==> config.mk <==
export PLATFORM = sky130hd
export DESIGN_NAME = cpu
export DESIGN_NICKNAME = d
export VERILOG_FILES = /design/src/common/cpu_pkg.sv /design/src/rtl/fetch_unit.sv /design/src/rtl/instr_decoder.sv /design/src/controller/cpu_controller.sv /design/src/datapath/reg_file.sv /design/src/datapath/alu_shifter.sv /design/src/datapath/datapath.sv /design/src/rtl/cpu.sv
export SDC_FILE = /design/constraint.sdc
export NUM_CORES = 1
export LEC_CHECK = 0
export BUFFER_PORTS_ARGS = -buffer_cell sky130_fd_sc_hd__buf_4
export CAP_MARGIN = 20
export CORE_ASPECT_RATIO = 1.75
export CORE_MARGIN = 8
export CORE_UTILIZATION = 27
export CTS_BUF_LIST = sky130_fd_sc_hd__clkbuf_16
export CTS_CLUSTER_DIAMETER = 100
export DETAILED_ROUTE_END_ITERATION = 6
export PLACE_DENSITY = 0.5
export RECOVER_POWER = 25
export SYNTH_ARGS = -nofsm -noshare
export SYNTH_HDL_FRONTEND = slang
export SYNTH_SLANG_ARGS = --single-unit
==> constraint.sdc <==
create_clock -name clk -period 3.9 [get_ports clk]
set_input_delay 0.585 -clock clk [delete_from_list [all_inputs] [get_ports clk]]
set_output_delay 0.585 -clock clk [all_outputs]
set_load 0.005 [all_outputs]
==> src/common/cpu_pkg.sv <==
// cpu types: word, register index, opcode, shift, alu op, memory command, states, control structs
package cpu_pkg;

	localparam int word_w = 16;

	typedef logic [word_w-1:0] word_t;
	typedef logic [2:0] reg_idx_t;

	typedef enum logic [2:0] {
		opc_load = 3'b011,
		opc_store = 3'b100,
		opc_alu = 3'b101,
		opc_move = 3'b110,
		opc_halt = 3'b111 // only legal with op 00
	} opcode_t;

	typedef enum logic [1:0] {
		sh_none = 2'b00,
		sh_lsl1 = 2'b01,
		sh_lsr1 = 2'b10,
		sh_asr1 = 2'b11
	} shift_t;

	typedef enum logic [1:0] {
		alu_add = 2'b00,
		alu_cmp = 2'b01, // compare is gone, code behaves like add
		alu_and = 2'b10,
		alu_not = 2'b11
	} alu_op_t;

	typedef enum logic [1:0] {
		mem_none = 2'b00,
		mem_read = 2'b01,
		mem_write = 2'b10
	} mem_cmd_t;

	// upper three bits pick the instruction group, lower three the step
	typedef enum logic [5:0] {
		st_reset = 6'b000_000,
		st_if1 = 6'b000_001,
		st_if2 = 6'b000_010,
		st_update_pc = 6'b000_011,
		st_mov_imm = 6'b001_000,
		st_mov_1 = 6'b010_000, // mov shifted register and mvn
		st_mov_2 = 6'b010_001,
		st_mov_3 = 6'b010_010,
		st_alu_1 = 6'b011_000, // add and and
		st_alu_2 = 6'b011_001,
		st_alu_3 = 6'b011_010,
		st_alu_4 = 6'b011_011,
		st_ldr_1 = 6'b101_000,
		st_ldr_2 = 6'b101_001,
		st_ldr_3 = 6'b101_010,
		st_ldr_4 = 6'b101_011,
		st_ldr_5 = 6'b101_100,
		st_str_1 = 6'b110_000,
		st_str_2 = 6'b110_001,
		st_str_3 = 6'b110_010,
		st_str_4 = 6'b110_011,
		st_str_5 = 6'b110_100,
		st_str_6 = 6'b110_101,
		st_halt = 6'b111_000
	} state_t;

	typedef enum logic [2:0] {
		nsel_none = 3'b000,
		nsel_rn = 3'b001,
		nsel_rd = 3'b010,
		nsel_rm = 3'b100
	} nsel_t;

	typedef enum logic [3:0] {
		vsel_none = 4'b0000,
		vsel_c = 4'b0001,
		vsel_pc = 4'b0010,
		vsel_imm = 4'b0100,
		vsel_mem = 4'b1000
	} vsel_t;

	typedef struct packed {
		opcode_t opcode;
		logic [1:0] op;
		alu_op_t alu_op;
		shift_t shift;
		word_t sximm5;
		word_t sximm8;
		reg_idx_t rnum; // one index serves read and write
	} decode_t;

	typedef struct packed {
		nsel_t nsel;
		vsel_t vsel;
		logic loada;
		logic loadb;
		logic loadc;
		logic asel; // 1 forces the a operand to zero
		logic bsel; // 1 picks sximm5 for the b operand
		logic write;
	} dp_ctrl_t;

	typedef struct packed {
		logic load_ir;
		logic load_pc;
		logic reset_pc;
		logic addr_sel; // 1 puts the pc on the memory address
		logic load_addr;
	} fetch_ctrl_t;

endpackage

==> src/rtl/fetch_unit.sv <==
// instruction register, program counter, data address register and memory address select
`timescale 1ns/10ps

module fetch_unit #(
	parameter int addr_w = 9
) (
	input logic clk,
	input logic reset,
	input cpu_pkg::fetch_ctrl_t fctl,
	input cpu_pkg::word_t read_data,
	input cpu_pkg::word_t data_addr,
	output cpu_pkg::word_t instr,
	output logic [addr_w-1:0] pc,
	output logic [addr_w-1:0] mem_addr
);

	logic [addr_w-1:0] next_pc;
	logic [addr_w-1:0] data_addr_q;

	assign next_pc = fctl.reset_pc ? '0 : pc + 1'b1; // clear on reset or halt, else step

	always_ff @(posedge clk) begin
		if (reset) begin
			pc <= '0;
		end else if (fctl.load_pc) begin
			pc <= next_pc;
		end
	end

	always_ff @(posedge clk) begin
		if (fctl.load_ir) begin
			instr <= read_data; // word fetched in if2
		end
	end

	always_ff @(posedge clk) begin
		if (fctl.load_addr) begin
			data_addr_q <= data_addr[addr_w-1:0]; // low bits of the computed sum
		end
	end

	assign mem_addr = fctl.addr_sel ? pc : data_addr_q;

	// clearing the pc is only meaningful together with its load enable
	a_reset_pc_with_load: assert property (
		@(posedge clk) disable iff (reset)
		fctl.reset_pc |-> fctl.load_pc
	);

endmodule

==> src/rtl/instr_decoder.sv <==
// instruction field split, immediate sign extension and register index select
`timescale 1ns/10ps

module instr_decoder (
	input cpu_pkg::word_t instr,
	input cpu_pkg::nsel_t nsel,
	output cpu_pkg::decode_t dec
);

	cpu_pkg::opcode_t opcode;
	logic mem_instr;

	assign opcode = cpu_pkg::opcode_t'(instr[15:13]);
	assign mem_instr = (opcode == cpu_pkg::opc_load) || (opcode == cpu_pkg::opc_store);

	always_comb begin
		dec.opcode = opcode;
		dec.op = instr[12:11];
		dec.alu_op = cpu_pkg::alu_op_t'(instr[12:11]);
		dec.sximm5 = {{11{instr[4]}}, instr[4:0]};
		dec.sximm8 = {{8{instr[7]}}, instr[7:0]};
		// in ldr and str the shift bits belong to imm5
		if (mem_instr) begin
			dec.shift = cpu_pkg::sh_none;
		end else begin
			dec.shift = cpu_pkg::shift_t'(instr[4:3]);
		end
		case (nsel)
			cpu_pkg::nsel_rn: dec.rnum = instr[10:8];
			cpu_pkg::nsel_rd: dec.rnum = instr[7:5];
			cpu_pkg::nsel_rm: dec.rnum = instr[2:0];
			default: dec.rnum = '0; // nsel_none
		endcase
	end

endmodule

==> src/controller/cpu_controller.sv <==
// instruction state machine with fetch, datapath and memory command outputs
`timescale 1ns/10ps

module cpu_controller (
	input logic clk,
	input logic reset,
	input cpu_pkg::decode_t dec,
	output cpu_pkg::fetch_ctrl_t fctl,
	output cpu_pkg::dp_ctrl_t dctl,
	output cpu_pkg::mem_cmd_t mem_cmd
);

	cpu_pkg::state_t state;
	cpu_pkg::state_t next_state;

	always_ff @(posedge clk) begin
		if (reset) begin
			state <= cpu_pkg::st_reset;
		end else begin
			state <= next_state;
		end
	end

	always_comb begin
		case (state)
			cpu_pkg::st_reset: next_state = cpu_pkg::st_if1;
			cpu_pkg::st_if1: next_state = cpu_pkg::st_if2;
			cpu_pkg::st_if2: next_state = cpu_pkg::st_update_pc;
			cpu_pkg::st_update_pc: begin
				case ({dec.opcode, dec.op})
					{cpu_pkg::opc_move, 2'b10}: next_state = cpu_pkg::st_mov_imm;
					{cpu_pkg::opc_move, 2'b00}: next_state = cpu_pkg::st_mov_1;
					{cpu_pkg::opc_alu, 2'b00}: next_state = cpu_pkg::st_alu_1; // add
					{cpu_pkg::opc_alu, 2'b10}: next_state = cpu_pkg::st_alu_1; // and
					{cpu_pkg::opc_alu, 2'b11}: next_state = cpu_pkg::st_mov_1; // mvn
					{cpu_pkg::opc_load, 2'b00}: next_state = cpu_pkg::st_ldr_1;
					{cpu_pkg::opc_store, 2'b00}: next_state = cpu_pkg::st_str_1;
					{cpu_pkg::opc_halt, 2'b00}: next_state = cpu_pkg::st_halt;
					default: next_state = cpu_pkg::st_if1; // unknown pattern, skip it
				endcase
			end
			cpu_pkg::st_mov_1: next_state = cpu_pkg::st_mov_2;
			cpu_pkg::st_mov_2: next_state = cpu_pkg::st_mov_3;
			cpu_pkg::st_alu_1: next_state = cpu_pkg::st_alu_2;
			cpu_pkg::st_alu_2: next_state = cpu_pkg::st_alu_3;
			cpu_pkg::st_alu_3: next_state = cpu_pkg::st_alu_4;
			cpu_pkg::st_ldr_1: next_state = cpu_pkg::st_ldr_2;
			cpu_pkg::st_ldr_2: next_state = cpu_pkg::st_ldr_3;
			cpu_pkg::st_ldr_3: next_state = cpu_pkg::st_ldr_4;
			cpu_pkg::st_ldr_4: next_state = cpu_pkg::st_ldr_5;
			cpu_pkg::st_str_1: next_state = cpu_pkg::st_str_2;
			cpu_pkg::st_str_2: next_state = cpu_pkg::st_str_3;
			cpu_pkg::st_str_3: next_state = cpu_pkg::st_str_4;
			cpu_pkg::st_str_4: next_state = cpu_pkg::st_str_5;
			cpu_pkg::st_str_5: next_state = cpu_pkg::st_str_6;
			cpu_pkg::st_halt: next_state = cpu_pkg::st_halt; // stays until reset
			default: next_state = cpu_pkg::st_if1; // last step of every instruction
		endcase
	end

	always_comb begin
		fctl = '0;
		dctl = '0;
		mem_cmd = cpu_pkg::mem_none;
		case (state)
			cpu_pkg::st_reset, cpu_pkg::st_halt: begin
				fctl.reset_pc = 1'b1;
				fctl.load_pc = 1'b1;
				fctl.addr_sel = 1'b1; // address bus rests on pc 0
			end
			cpu_pkg::st_if1: begin
				fctl.addr_sel = 1'b1;
				mem_cmd = cpu_pkg::mem_read;
			end
			cpu_pkg::st_if2: begin
				fctl.addr_sel = 1'b1;
				fctl.load_ir = 1'b1;
				mem_cmd = cpu_pkg::mem_read;
			end
			cpu_pkg::st_update_pc: fctl.load_pc = 1'b1;
			cpu_pkg::st_mov_imm: begin
				dctl.nsel = cpu_pkg::nsel_rn; // destination sits in the rn field
				dctl.vsel = cpu_pkg::vsel_imm;
				dctl.write = 1'b1;
			end
			cpu_pkg::st_mov_1, cpu_pkg::st_alu_2: begin
				dctl.nsel = cpu_pkg::nsel_rm;
				dctl.loadb = 1'b1;
			end
			cpu_pkg::st_mov_2: begin
				dctl.asel = 1'b1; // zero plus shifted b, or not of it
				dctl.loadc = 1'b1;
			end
			cpu_pkg::st_alu_1, cpu_pkg::st_ldr_1, cpu_pkg::st_str_1: begin
				dctl.nsel = cpu_pkg::nsel_rn;
				dctl.loada = 1'b1;
			end
			cpu_pkg::st_alu_3: dctl.loadc = 1'b1;
			cpu_pkg::st_mov_3, cpu_pkg::st_alu_4: begin
				dctl.nsel = cpu_pkg::nsel_rd;
				dctl.vsel = cpu_pkg::vsel_c;
				dctl.write = 1'b1;
			end
			cpu_pkg::st_ldr_2, cpu_pkg::st_str_2: begin
				dctl.bsel = 1'b1; // rn plus sximm5
				dctl.loadc = 1'b1;
			end
			cpu_pkg::st_ldr_3: fctl.load_addr = 1'b1;
			cpu_pkg::st_ldr_4: mem_cmd = cpu_pkg::mem_read;
			cpu_pkg::st_ldr_5: begin
				mem_cmd = cpu_pkg::mem_read;
				dctl.nsel = cpu_pkg::nsel_rd;
				dctl.vsel = cpu_pkg::vsel_mem;
				dctl.write = 1'b1;
			end
			cpu_pkg::st_str_3: begin
				fctl.load_addr = 1'b1;
				dctl.nsel = cpu_pkg::nsel_rd;
				dctl.loadb = 1'b1;
			end
			cpu_pkg::st_str_4: begin
				dctl.asel = 1'b1; // c becomes rd for the store
				dctl.loadc = 1'b1;
			end
			cpu_pkg::st_str_5, cpu_pkg::st_str_6: mem_cmd = cpu_pkg::mem_write;
			default: mem_cmd = cpu_pkg::mem_none;
		endcase
	end

	// stores must go to the data address, never to the instruction address
	a_no_write_at_pc: assert property (
		@(posedge clk) disable iff (reset)
		!(mem_cmd == cpu_pkg::mem_write && fctl.addr_sel)
	);

	a_state_legal: assert property (
		@(posedge clk) disable iff (reset)
		state inside {cpu_pkg::st_reset, cpu_pkg::st_if1, cpu_pkg::st_if2,
			cpu_pkg::st_update_pc, cpu_pkg::st_mov_imm, cpu_pkg::st_mov_1,
			cpu_pkg::st_mov_2, cpu_pkg::st_mov_3, cpu_pkg::st_alu_1,
			cpu_pkg::st_alu_2, cpu_pkg::st_alu_3, cpu_pkg::st_alu_4,
			cpu_pkg::st_ldr_1, cpu_pkg::st_ldr_2, cpu_pkg::st_ldr_3,
			cpu_pkg::st_ldr_4, cpu_pkg::st_ldr_5, cpu_pkg::st_str_1,
			cpu_pkg::st_str_2, cpu_pkg::st_str_3, cpu_pkg::st_str_4,
			cpu_pkg::st_str_5, cpu_pkg::st_str_6, cpu_pkg::st_halt}
	);

endmodule

==> src/datapath/reg_file.sv <==
// register file of eight words, one write port and one combinational read port
`timescale 1ns/10ps

module reg_file (
	input logic clk,
	input logic write,
	input cpu_pkg::reg_idx_t wnum,
	input cpu_pkg::reg_idx_t rnum,
	input cpu_pkg::word_t wdata,
	output cpu_pkg::word_t rdata
);

	cpu_pkg::word_t regs [8];

	always_ff @(posedge clk) begin
		if (write) begin
			regs[wnum] <= wdata;
		end
	end

	assign rdata = regs[rnum]; // old value until the write edge

endmodule

==> src/datapath/alu_shifter.sv <==
// one-position shifter on the b operand followed by the alu
`timescale 1ns/10ps

module alu_shifter (
	input cpu_pkg::word_t a,
	input cpu_pkg::word_t b,
	input cpu_pkg::shift_t shift,
	input cpu_pkg::alu_op_t alu_op,
	output cpu_pkg::word_t y
);

	cpu_pkg::word_t b_sh;

	always_comb begin
		case (shift)
			cpu_pkg::sh_lsl1: b_sh = {b[cpu_pkg::word_w-2:0], 1'b0};
			cpu_pkg::sh_lsr1: b_sh = {1'b0, b[cpu_pkg::word_w-1:1]};
			cpu_pkg::sh_asr1: b_sh = {b[cpu_pkg::word_w-1], b[cpu_pkg::word_w-1:1]};
			default: b_sh = b; // sh_none
		endcase
	end

	always_comb begin
		case (alu_op)
			cpu_pkg::alu_add, cpu_pkg::alu_cmp: y = a + b_sh; // pass when a is zero
			cpu_pkg::alu_and: y = a & b_sh;
			cpu_pkg::alu_not: y = ~b_sh;
			default: y = a + b_sh;
		endcase
	end

endmodule

==> src/datapath/datapath.sv <==
// operand registers a, b, c with writeback select, register file and alu
`timescale 1ns/10ps

module datapath #(
	parameter int addr_w = 9
) (
	input logic clk,
	input cpu_pkg::dp_ctrl_t dctl,
	input cpu_pkg::decode_t dec,
	input cpu_pkg::word_t read_data,
	input logic [addr_w-1:0] pc,
	output cpu_pkg::word_t datapath_out
);

	cpu_pkg::word_t a_q;
	cpu_pkg::word_t b_q;
	cpu_pkg::word_t c_q;
	cpu_pkg::word_t rdata;
	cpu_pkg::word_t wdata;
	cpu_pkg::word_t alu_a;
	cpu_pkg::word_t alu_b;
	cpu_pkg::word_t alu_y;

	always_comb begin
		case (dctl.vsel)
			cpu_pkg::vsel_pc: wdata = cpu_pkg::word_t'(pc); // zero extended
			cpu_pkg::vsel_imm: wdata = dec.sximm8;
			cpu_pkg::vsel_mem: wdata = read_data;
			default: wdata = c_q;
		endcase
	end

	reg_file u_reg_file (
		.clk(clk),
		.write(dctl.write),
		.wnum(dec.rnum),
		.rnum(dec.rnum),
		.wdata(wdata),
		.rdata(rdata)
	);

	always_ff @(posedge clk) begin
		if (dctl.loada) begin
			a_q <= rdata;
		end
		if (dctl.loadb) begin
			b_q <= rdata;
		end
		if (dctl.loadc) begin
			c_q <= alu_y;
		end
	end

	assign alu_a = dctl.asel ? '0 : a_q;
	assign alu_b = dctl.bsel ? dec.sximm5 : b_q;

	// the decoder already clears the shift for ldr and str, so the offset is never shifted
	alu_shifter u_alu (
		.a(alu_a),
		.b(alu_b),
		.shift(dec.shift),
		.alu_op(dec.alu_op),
		.y(alu_y)
	);

	assign datapath_out = c_q;

	// a register write must name exactly one source
	a_vsel_onehot: assert property (
		@(posedge clk) dctl.write |-> $onehot(dctl.vsel)
	);

endmodule

==> src/rtl/cpu.sv <==
// cpu top level connecting fetch unit, decoder, controller and datapath
`timescale 1ns/10ps

module cpu #(
	parameter int addr_w = 9
) (
	input logic clk,
	input logic reset,
	input cpu_pkg::word_t read_data,
	output cpu_pkg::mem_cmd_t mem_cmd,
	output logic [addr_w-1:0] mem_addr,
	output cpu_pkg::word_t datapath_out
);

	cpu_pkg::fetch_ctrl_t fctl;
	cpu_pkg::dp_ctrl_t dctl;
	cpu_pkg::decode_t dec;
	cpu_pkg::word_t instr;
	logic [addr_w-1:0] pc;

	fetch_unit #(.addr_w(addr_w)) u_fetch (
		.clk(clk),
		.reset(reset),
		.fctl(fctl),
		.read_data(read_data),
		.data_addr(datapath_out), // c register holds the load/store address
		.instr(instr),
		.pc(pc),
		.mem_addr(mem_addr)
	);

	instr_decoder u_decoder (
		.instr(instr),
		.nsel(dctl.nsel),
		.dec(dec)
	);

	cpu_controller u_controller (
		.clk(clk),
		.reset(reset),
		.dec(dec),
		.fctl(fctl),
		.dctl(dctl),
		.mem_cmd(mem_cmd)
	);

	datapath #(.addr_w(addr_w)) u_datapath (
		.clk(clk),
		.dctl(dctl),
		.dec(dec),
		.read_data(read_data),
		.pc(pc),
		.datapath_out(datapath_out)
	);

endmodule

==> run_results.csv, run 1 <==
group,metric,value,unit
status,status,"finished, final reports clean",
placed_design,dp_hpwl,21040,um
drt,totalWireLength,29120,um
yosys,synth-xor-area-share,1.575,%
yosys,avgSynthCellArea,13.58,um2
placed_design,io_buffers,44,
yosys,postSynth.asyncResetShare,0,%
sta,fin_crit,3652,ps
global_route,grt_use_total,12.59,%
placed_design,pre_cts_slack,-20.20,ps
sta,drv_slew,0,
drt,final_antenna_net_count,0,
sta,fmax,273.8,MHz
sta,max-slew-margin-rel,23.59,%
drt,routedWlPerCell,21.49,um
yosys,ys_seq_elements,220,
setup_path,startpoint,"u_fetch.instr[14]",
yosys,synth.distinct_cells,66,
cts,clockBufferDepth,3,
sta,finalHoldViolCount,0,
power,p_leak,4.211,nW
cells_and_area,area_growth,17.51,%
hold_path,min-delay-path-class,"in2reg",
sta,finalCritPeriodShare,93.64,%
floorplanning,floorplan.initialDensity,27.14,%
power,p_int,3.960,mW
cells_and_area,mostFrequentLayoutCell,"edfxtp_1",
power,power.switching,1.124,mW
setup_path,r2r_end,"u_datapath.datapath_out[13]",
cts,cts_root_buffer,"clkbuf_16",
sta,fin_setup_tns,0,ps
yosys,synthesis.nets,815,
yosys,syn_area,10560,um2
drt,drtIter0Drc,357,
setup_path,critPathMaxStageDelay,530,ps
placed_design,placed_area,11680,um2
floorplanning,chipWidth,165.5,um
drt,via_count,6857,
power,irDropWorstVdd,0.0002645,V
yosys,muxShareOfSynthArea,11.73,%
drt,vias_per_cell,5.061,
setup_path,path_class,"reg2reg",
power,p_seq_share,50.5,%
setup_path,cp-start-kind,"register",
cells_and_area,stdcell_area,12410,um2
placed_design,place.gp.congestion,0.8521,
floorplanning,core_area,38920,um2
setup_path,endpoint_kind,"register",
sta,setup_violations,0,
setup_path,critPathMaxFanout,5,
drt,drc_errors,0,
yosys,seq_area_frac_synth,60.74,%
global_route,grt_max_degree,33,
power,p_per_area,409.6,nW/um2
floorplanning,die-area,45960,um2
cts,clk_latency,530,ps
yosys,synth-edff-count,201,
drt,first_pass_iters,7,
power,pwr-share-comb,4.7,%
power,total_power,5.084,mW
setup_path,worstPathArrival,3930,ps
setup_path,path_cells,"or3b_1 > nand3_1 > mux2i_1 > mux4_2 > inv_1 > ha_1 > a211oi_2 > o21ai_0 > a31oi_2 > o31ai_1 > xor2_1 > mux2_2",
sta,rsz0062_at_grt,"false",
floorplanning,die_height,277.7,um
global_route,grt_pass1_wl,43940,um
sta,whs,248.8,ps
setup_path,crit_required,4180,ps
setup_path,slowest_stage,"mux4_2",
yosys,synthAdderAreaFrac,2.416,%
sta,setup_ws,248.1,ps
power,netSwitchingFraction,22.12,%
job,maxCapViolCount,0,
floorplanning,num_rows,96,
yosys,synth_top_family_by_area,"multiplexers",
yosys,synth_cells,778,
cells_and_area,layout.nets,885,
cts,cts_max_level,1,
yosys,yosys.area_share.simple,9.890,%
power,clkPwrFrac,44.9,%
cells_and_area,drive_gt1_share,20.92,%
yosys,synth_flop_cell,"edfxtp_1",
setup_path,worstReg2RegStart,"u_fetch.instr[14]",
floorplanning,io_pins,45,
cells_and_area,final_cell_mix,"201 x edfxtp_1, 52 x nor2_1, 50 x nand2_1",
yosys,yosysWarnings,0,
yosys,synth-compound-area-share,11.11,%
sta,skew,13.69,ps
cells_and_area,diodes,0,
cts,numCtsBuffers,25,
cts,cts_tree,"yes",
cts,clkTransAtPathRegs,60,ps
sta,worst_slew_pin_slew,1146,ps
global_route,antenna_found_initial,0,
setup_path,r2r_slack,250,ps
global_route,grt_pass1_vias,7105,
global_route,overflow,0,
setup_path,endpoint,"u_datapath.datapath_out[13]",
cts,cts_sinks,220,
setup_path,reg2regPathDepth,12,
==> power by group through the flow <==
stage	Clock, mW	Combinational (mW)	Sequential, mW
4_1_cts	2.36	0.243	2.56
3_3_place_gp	0	0.240	2.62
2_1_floorplan	0	0.164	2.61
5_1_grt	2.44	0.261	2.56
3_5_place_dp	0	0.241	2.62
6_report	2.28	0.238	2.57
==> critical path: cells and delay by family, from the launching register on <==
kind | cells | cell delay (ps)
AND/OR/NAND/NOR | 2 | 600
multiplexers | 3 | 910
XOR/XNOR | 1 | 150
buffers and inverters | 1 | 80
AO/OA/AOI/OAI | 4 | 960
adder cells (fa/ha/maj) | 1 | 250
flip-flops | 1 | 440
==> area by class of cell <==
type / instances / area, um2
clock buffers: 25 / 625.6
clock inverters: 19 / 160.2
fillers: 3937 / 26500
inverters: 17 / 63.81
multi-input cells: 499 / 3914
flip-flops and latches: 220 / 6416
well taps: 490 / 613.1
repair buffers: 85 / 620.6
==> Yosys cell counts, types with 18 or more instances <==
| cell type | n | area (um2) |
|---|---|---|
| ha_1 | 18 | 225.2 |
| mux4_2 | 33 | 743.2 |
| clkbuf_1 | 27 | 101.4 |
| mux2_2 | 28 | 315.3 |
| dfxtp_1 | 19 | 380.4 |
| nor2_1 | 53 | 198.9 |
| nand2_1 | 50 | 187.7 |
| edfxtp_1 | 201 | 6036 |
| and2_1 | 21 | 131.4 |
| mux2i_1 | 18 | 180.2 |
| o21ai_0 | 37 | 185.2 |
| a21oi_1 | 39 | 195.2 |
==> stage by stage <==
stage	std cells	utilization, %
after floorplan	778	-
after global placement	1309	30.01
after detailed placement	1309	30.01
after CTS	1353	32.04
after global routing	1355	31.90
final	1355	31.90
==> metal layers <==
layer,share of wire [%],global-route usage [%],vias to the layer above
met5,0,0,-
met4,2.9,4.436,0
met3,3.5,1.410,45
met2,55,23.80,163
met1,39,13.97,3481
li1,-,-,3168
==> flip-flops by register name, indices dropped and copies added (netlist names), named ones only <==
| register | cells |
|---|---|
| u_datapath.datapath_out | 16 |
| u_datapath.a_q | 16 |
| u_fetch.data_addr_q | 9 |
| u_fetch.instr | 16 |
| u_datapath.b_q | 16 |
| u_fetch.pc | 9 |
| u_datapath.u_reg_file.regs | 128 |
| u_controller.state | 6 |
==> what timing repair did <==
| item | 4_1_cts | 5_1_grt |
|---|---|---|
| setup buffers | 0 | 1 |
| resized for setup | 1 | 1 |
| hold buffers | 0 | 0 |
| setup endpoints to repair | 1 | 3 |
| pin swaps | 0 | 1 |
==> cell families after synthesis <==
kind of cell               Yosys count
DFF                                220
and+or+nand+nor                    206
AOI/OAI and AO/OA                  175
muxes                               79
buffers and inverters               59
adders and majority gates           20
xor gates and xnor gates            19
==> worst min path at each step <==
stage | endpoint | slack (ps) | cells past startpoint | from
finish | u_controller.state[0] | 250 | 2 | reset
global route | u_controller.state[0] | 230 | 2 | reset
CTS | u_fetch.instr[0] | 210 | 1 | read_data[0]
detailed placement | u_controller.state[5] | 490 | 2 | register
global placement | u_controller.state[5] | 490 | 2 | register
floorplan | u_controller.state[5] | 440 | 2 | register
(Power assumes the default switching activity.)
==> inputs of run 2 (changes only) <==
Settings changed: ABC_AREA set to 1, BUFFER_PORTS_ARGS -buffer_cell sky130_fd_sc_hd__buf_4 to unset, CTS_CLUSTER_SIZE set to 28, DONT_BUFFER_PORTS set to 1, PLACE_DENSITY 0.5 to 0.49.
==> run_results.csv, run 2 <==
group,metric,value,unit
global_route,antenna_found_initial,1,
yosys,synthesis.nets,1263,
drt,routedWlPerCell,18.89,um
yosys,avgSynthCellArea,9.087,um2
placed_design,pre_cts_slack,316.6,ps
cells_and_area,regMostFlops,"u_datapath.u_reg_file.regs",
cts,cts_sinks,220,
setup_path,path_cells,"inv_1 > nand2_2 > nor2_2 > nand2_1 > nand2_2 > o21ai_0 > or2_1 > nand3_1 > fa_1 > inv_1 > nand2_1 > o21ai_0 > buf_4 > nand4_1 > nand3_1 > nand2_1 > nand2_1 > o211ai_1",
drt,final_antenna_net_count,0,
setup_path,path_class,"reg2reg",
status,status,"finished, final reports clean",
global_route,overflow,0,
placed_design,placed_area,11810,um2
global_route,grt_pass1_vias,8550,
cts,cts_root_buffer,"clkbuf_16",
drt,drc_errors,0,
floorplanning,core_area,40830,um2
power,total_power,5.323,mW
cts,cts_setup_buffers,0,
power,p_leak,4.863,nW
cells_and_area,final_cell_mix,"435 x nand2_1, 201 x edfxtp_1, 115 x inv_1",
drt,via_count,8532,
yosys,synth_common_cells,"438 x nand2_1, 201 x edfxtp_1, 108 x inv_1, 73 x nand4_1, 69 x nand3_1",
sta,drv_slew,0,
yosys,syn_area,11140,um2
hold_path,min-delay-path-class,"in2reg",
drt,totalWireLength,33530,um
sta,finalHoldViolCount,0,
cells_and_area,area_growth,8.749,%
sta,max-slew-margin-rel,29.84,%
power,p_per_area,439.4,nW/um2
drt,first_pass_iters,6,
floorplanning,io_pins,45,
floorplanning,die-area,48270,um2
global_route,grt_pass1_wl,50820,um
placed_design,dp_hpwl,25030,um
placed_design,placed_cells,1758,
setup_path,worstPathArrival,3700,ps
yosys,synth.most_common_cell,"nand2_1",
yosys,synth.distinct_cells,43,
sta,rsz0062_at_grt,"false",
cts,cts_tree,"yes",
cts,numCtsBuffers,11,
yosys,synth_flop_cell,"edfxtp_1",
power,irDropWorstVdd,0.0002420,V
setup_path,critPathMaxStageDelay,480,ps
global_route,grt_use_total,13.75,%
cells_and_area,drive_gt1_share,6.541,%
floorplanning,chipWidth,169.6,um
cells_and_area,stdcell_area,12120,um2
yosys,seq_area_frac_synth,57.59,%
placed_design,io_buffers,0,
yosys,synth-edff-count,201,
setup_path,cp-start-kind,"register",
yosys,yosysTopAreaCell,"edfxtp_1",
yosys,synth_area_leaders,"edfxtp_1 54%, nand2_1 15%, nand4_1 4.1%, inv_1 3.6%, dfxtp_1 3.4%",
yosys,synth_cells,1226,
sta,setup_ws,427.2,ps
placed_design,place.gp.congestion,0.8519,
yosys,yosys.area.top_type_share,54.18,%
cts,clkTransAtPathRegs,120,ps
cts,clockBufferDepth,3,
cells_and_area,largest_reg_flops,128,
sta,finalCritPeriodShare,89.05,%
yosys,postSynth.asyncResetShare,0,%
sta,setup_violations,0,
floorplanning,floorplan.initialDensity,27.28,%
sta,fin_setup_tns,0,ps
floorplanning,num_rows,98,
setup_path,slowest_stage,"fa_1",
setup_path,endpoint_kind,"register",
cells_and_area,fillCellCount,4228,
sta,worst_slew_pin_slew,1051,ps
drt,drtIter0Drc,477,
sta,fmax,288.0,MHz
setup_path,critPathMaxFanout,9,
cells_and_area,layout.nets,1258,
sta,skew,19.53,ps
cts,cts_max_level,1,
floorplanning,die_height,284.7,um
cells_and_area,mostFrequentLayoutCell,"nand2_1",
global_route,grt_max_degree,41,
job,maxCapViolCount,0,
cts,clk_latency,480,ps
yosys,ys_seq_elements,220,
setup_path,crit_required,4120,ps
cts,hold_buffers,0,
cells_and_area,final_cells,1775,
sta,whs,155.6,ps
yosys,yosysWarnings,0,
drt,vias_per_cell,4.807,
setup_path,path_common_cell,"nand2_1",
cells_and_area,final_core_util,29.67,%
sta,fin_crit,3473,ps
-- run 2: cell types whose count changed in the layout (fill, tap and decap cells not counted), sizes merged, moves of 17 or more --
cell / before / now
nand2: 50 / 444
inv: 25 / 118
nand3: 5 / 73
nand4: 5 / 73
clkbuf: 61 / 13
mux4: 33 / 0
mux2: 28 / 0
o21ai: 40 / 62
and2: 21 / 3
buf: 49 / 31
mux2i: 18 / 0
nor2: 53 / 70
-- run 2: worst max-delay path, delay by kind of cell, from the launching register on --
family / cells / cell delay [ps]
fa+ha+maj: 1 / 480
compound gates: 3 / 740
buf+inv: 3 / 380
simple gates: 11 / 1140
flops: 1 / 460
-- run 2: final cells by class --
cell class | count | area, um2 | share of cell area [%]
Sequential cell | 220 | 6416 | 52.96
Multi-Input combinational cell | 839 | 4013 | 33.12
Tap cell | 550 | 688.2 | 5.680
Inverter | 116 | 436.7 | 3.604
Clock buffer | 11 | 275.3 | 2.272
Timing Repair Buffer | 33 | 240.2 | 1.983
Clock inverter | 4 | 41.29 | 0.3408
Antenna cell | 2 | 5.005 | 0.04131
-- run 2: worst paths after layout --
path / slack [ps] / start / depth (start not counted) / end
worst max-delay path: 430 / u_controller.state[2] / 18 / u_datapath.datapath_out[12]
worst min-delay path: 160 / reset / 1 / u_controller.state[0]
worst max register to register: 430 / u_controller.state[2] / 18 / u_datapath.datapath_out[12]
worst min register to register: 490 / u_fetch.pc[1] / 2 / u_fetch.pc[1]
-- run 2: repair_timing --
item	in CTS	in global routing
endpoints found under the setup margin	0	6
resized for setup	0	2
hold endpoints to repair	0	0
-- run 2: cell families (layout without fill, tap and decap cells) --
kind of cell	count (synthesis)	count (layout)	synth area share, %
AO/OA/AOI/OAI	134	134	6.784
other	0	2	0
AND/OR/NAND/NOR	684	684	26.72
adder cells (fa/ha/maj)	19	19	2.201
XOR/XNOR	2	2	0.1573
flip-flops	220	220	57.59
buffers and inverters	167	164	6.548
-- run 2: routing by layer --
metal,GRT usage [%],share of wire (%)
met1,13.34,35
met2,26.31,54
met3,2.221,4.9
met4,8.572,5.9
met5,0,0
-- run 2: where the power goes --
group | total [mW] | internal [mW] | switching (mW)
clock network | 1.32 | 0.585 | 0.733
registers | 2.72 | 2.67 | 0.0518
logic | 1.28 | 0.393 | 0.888
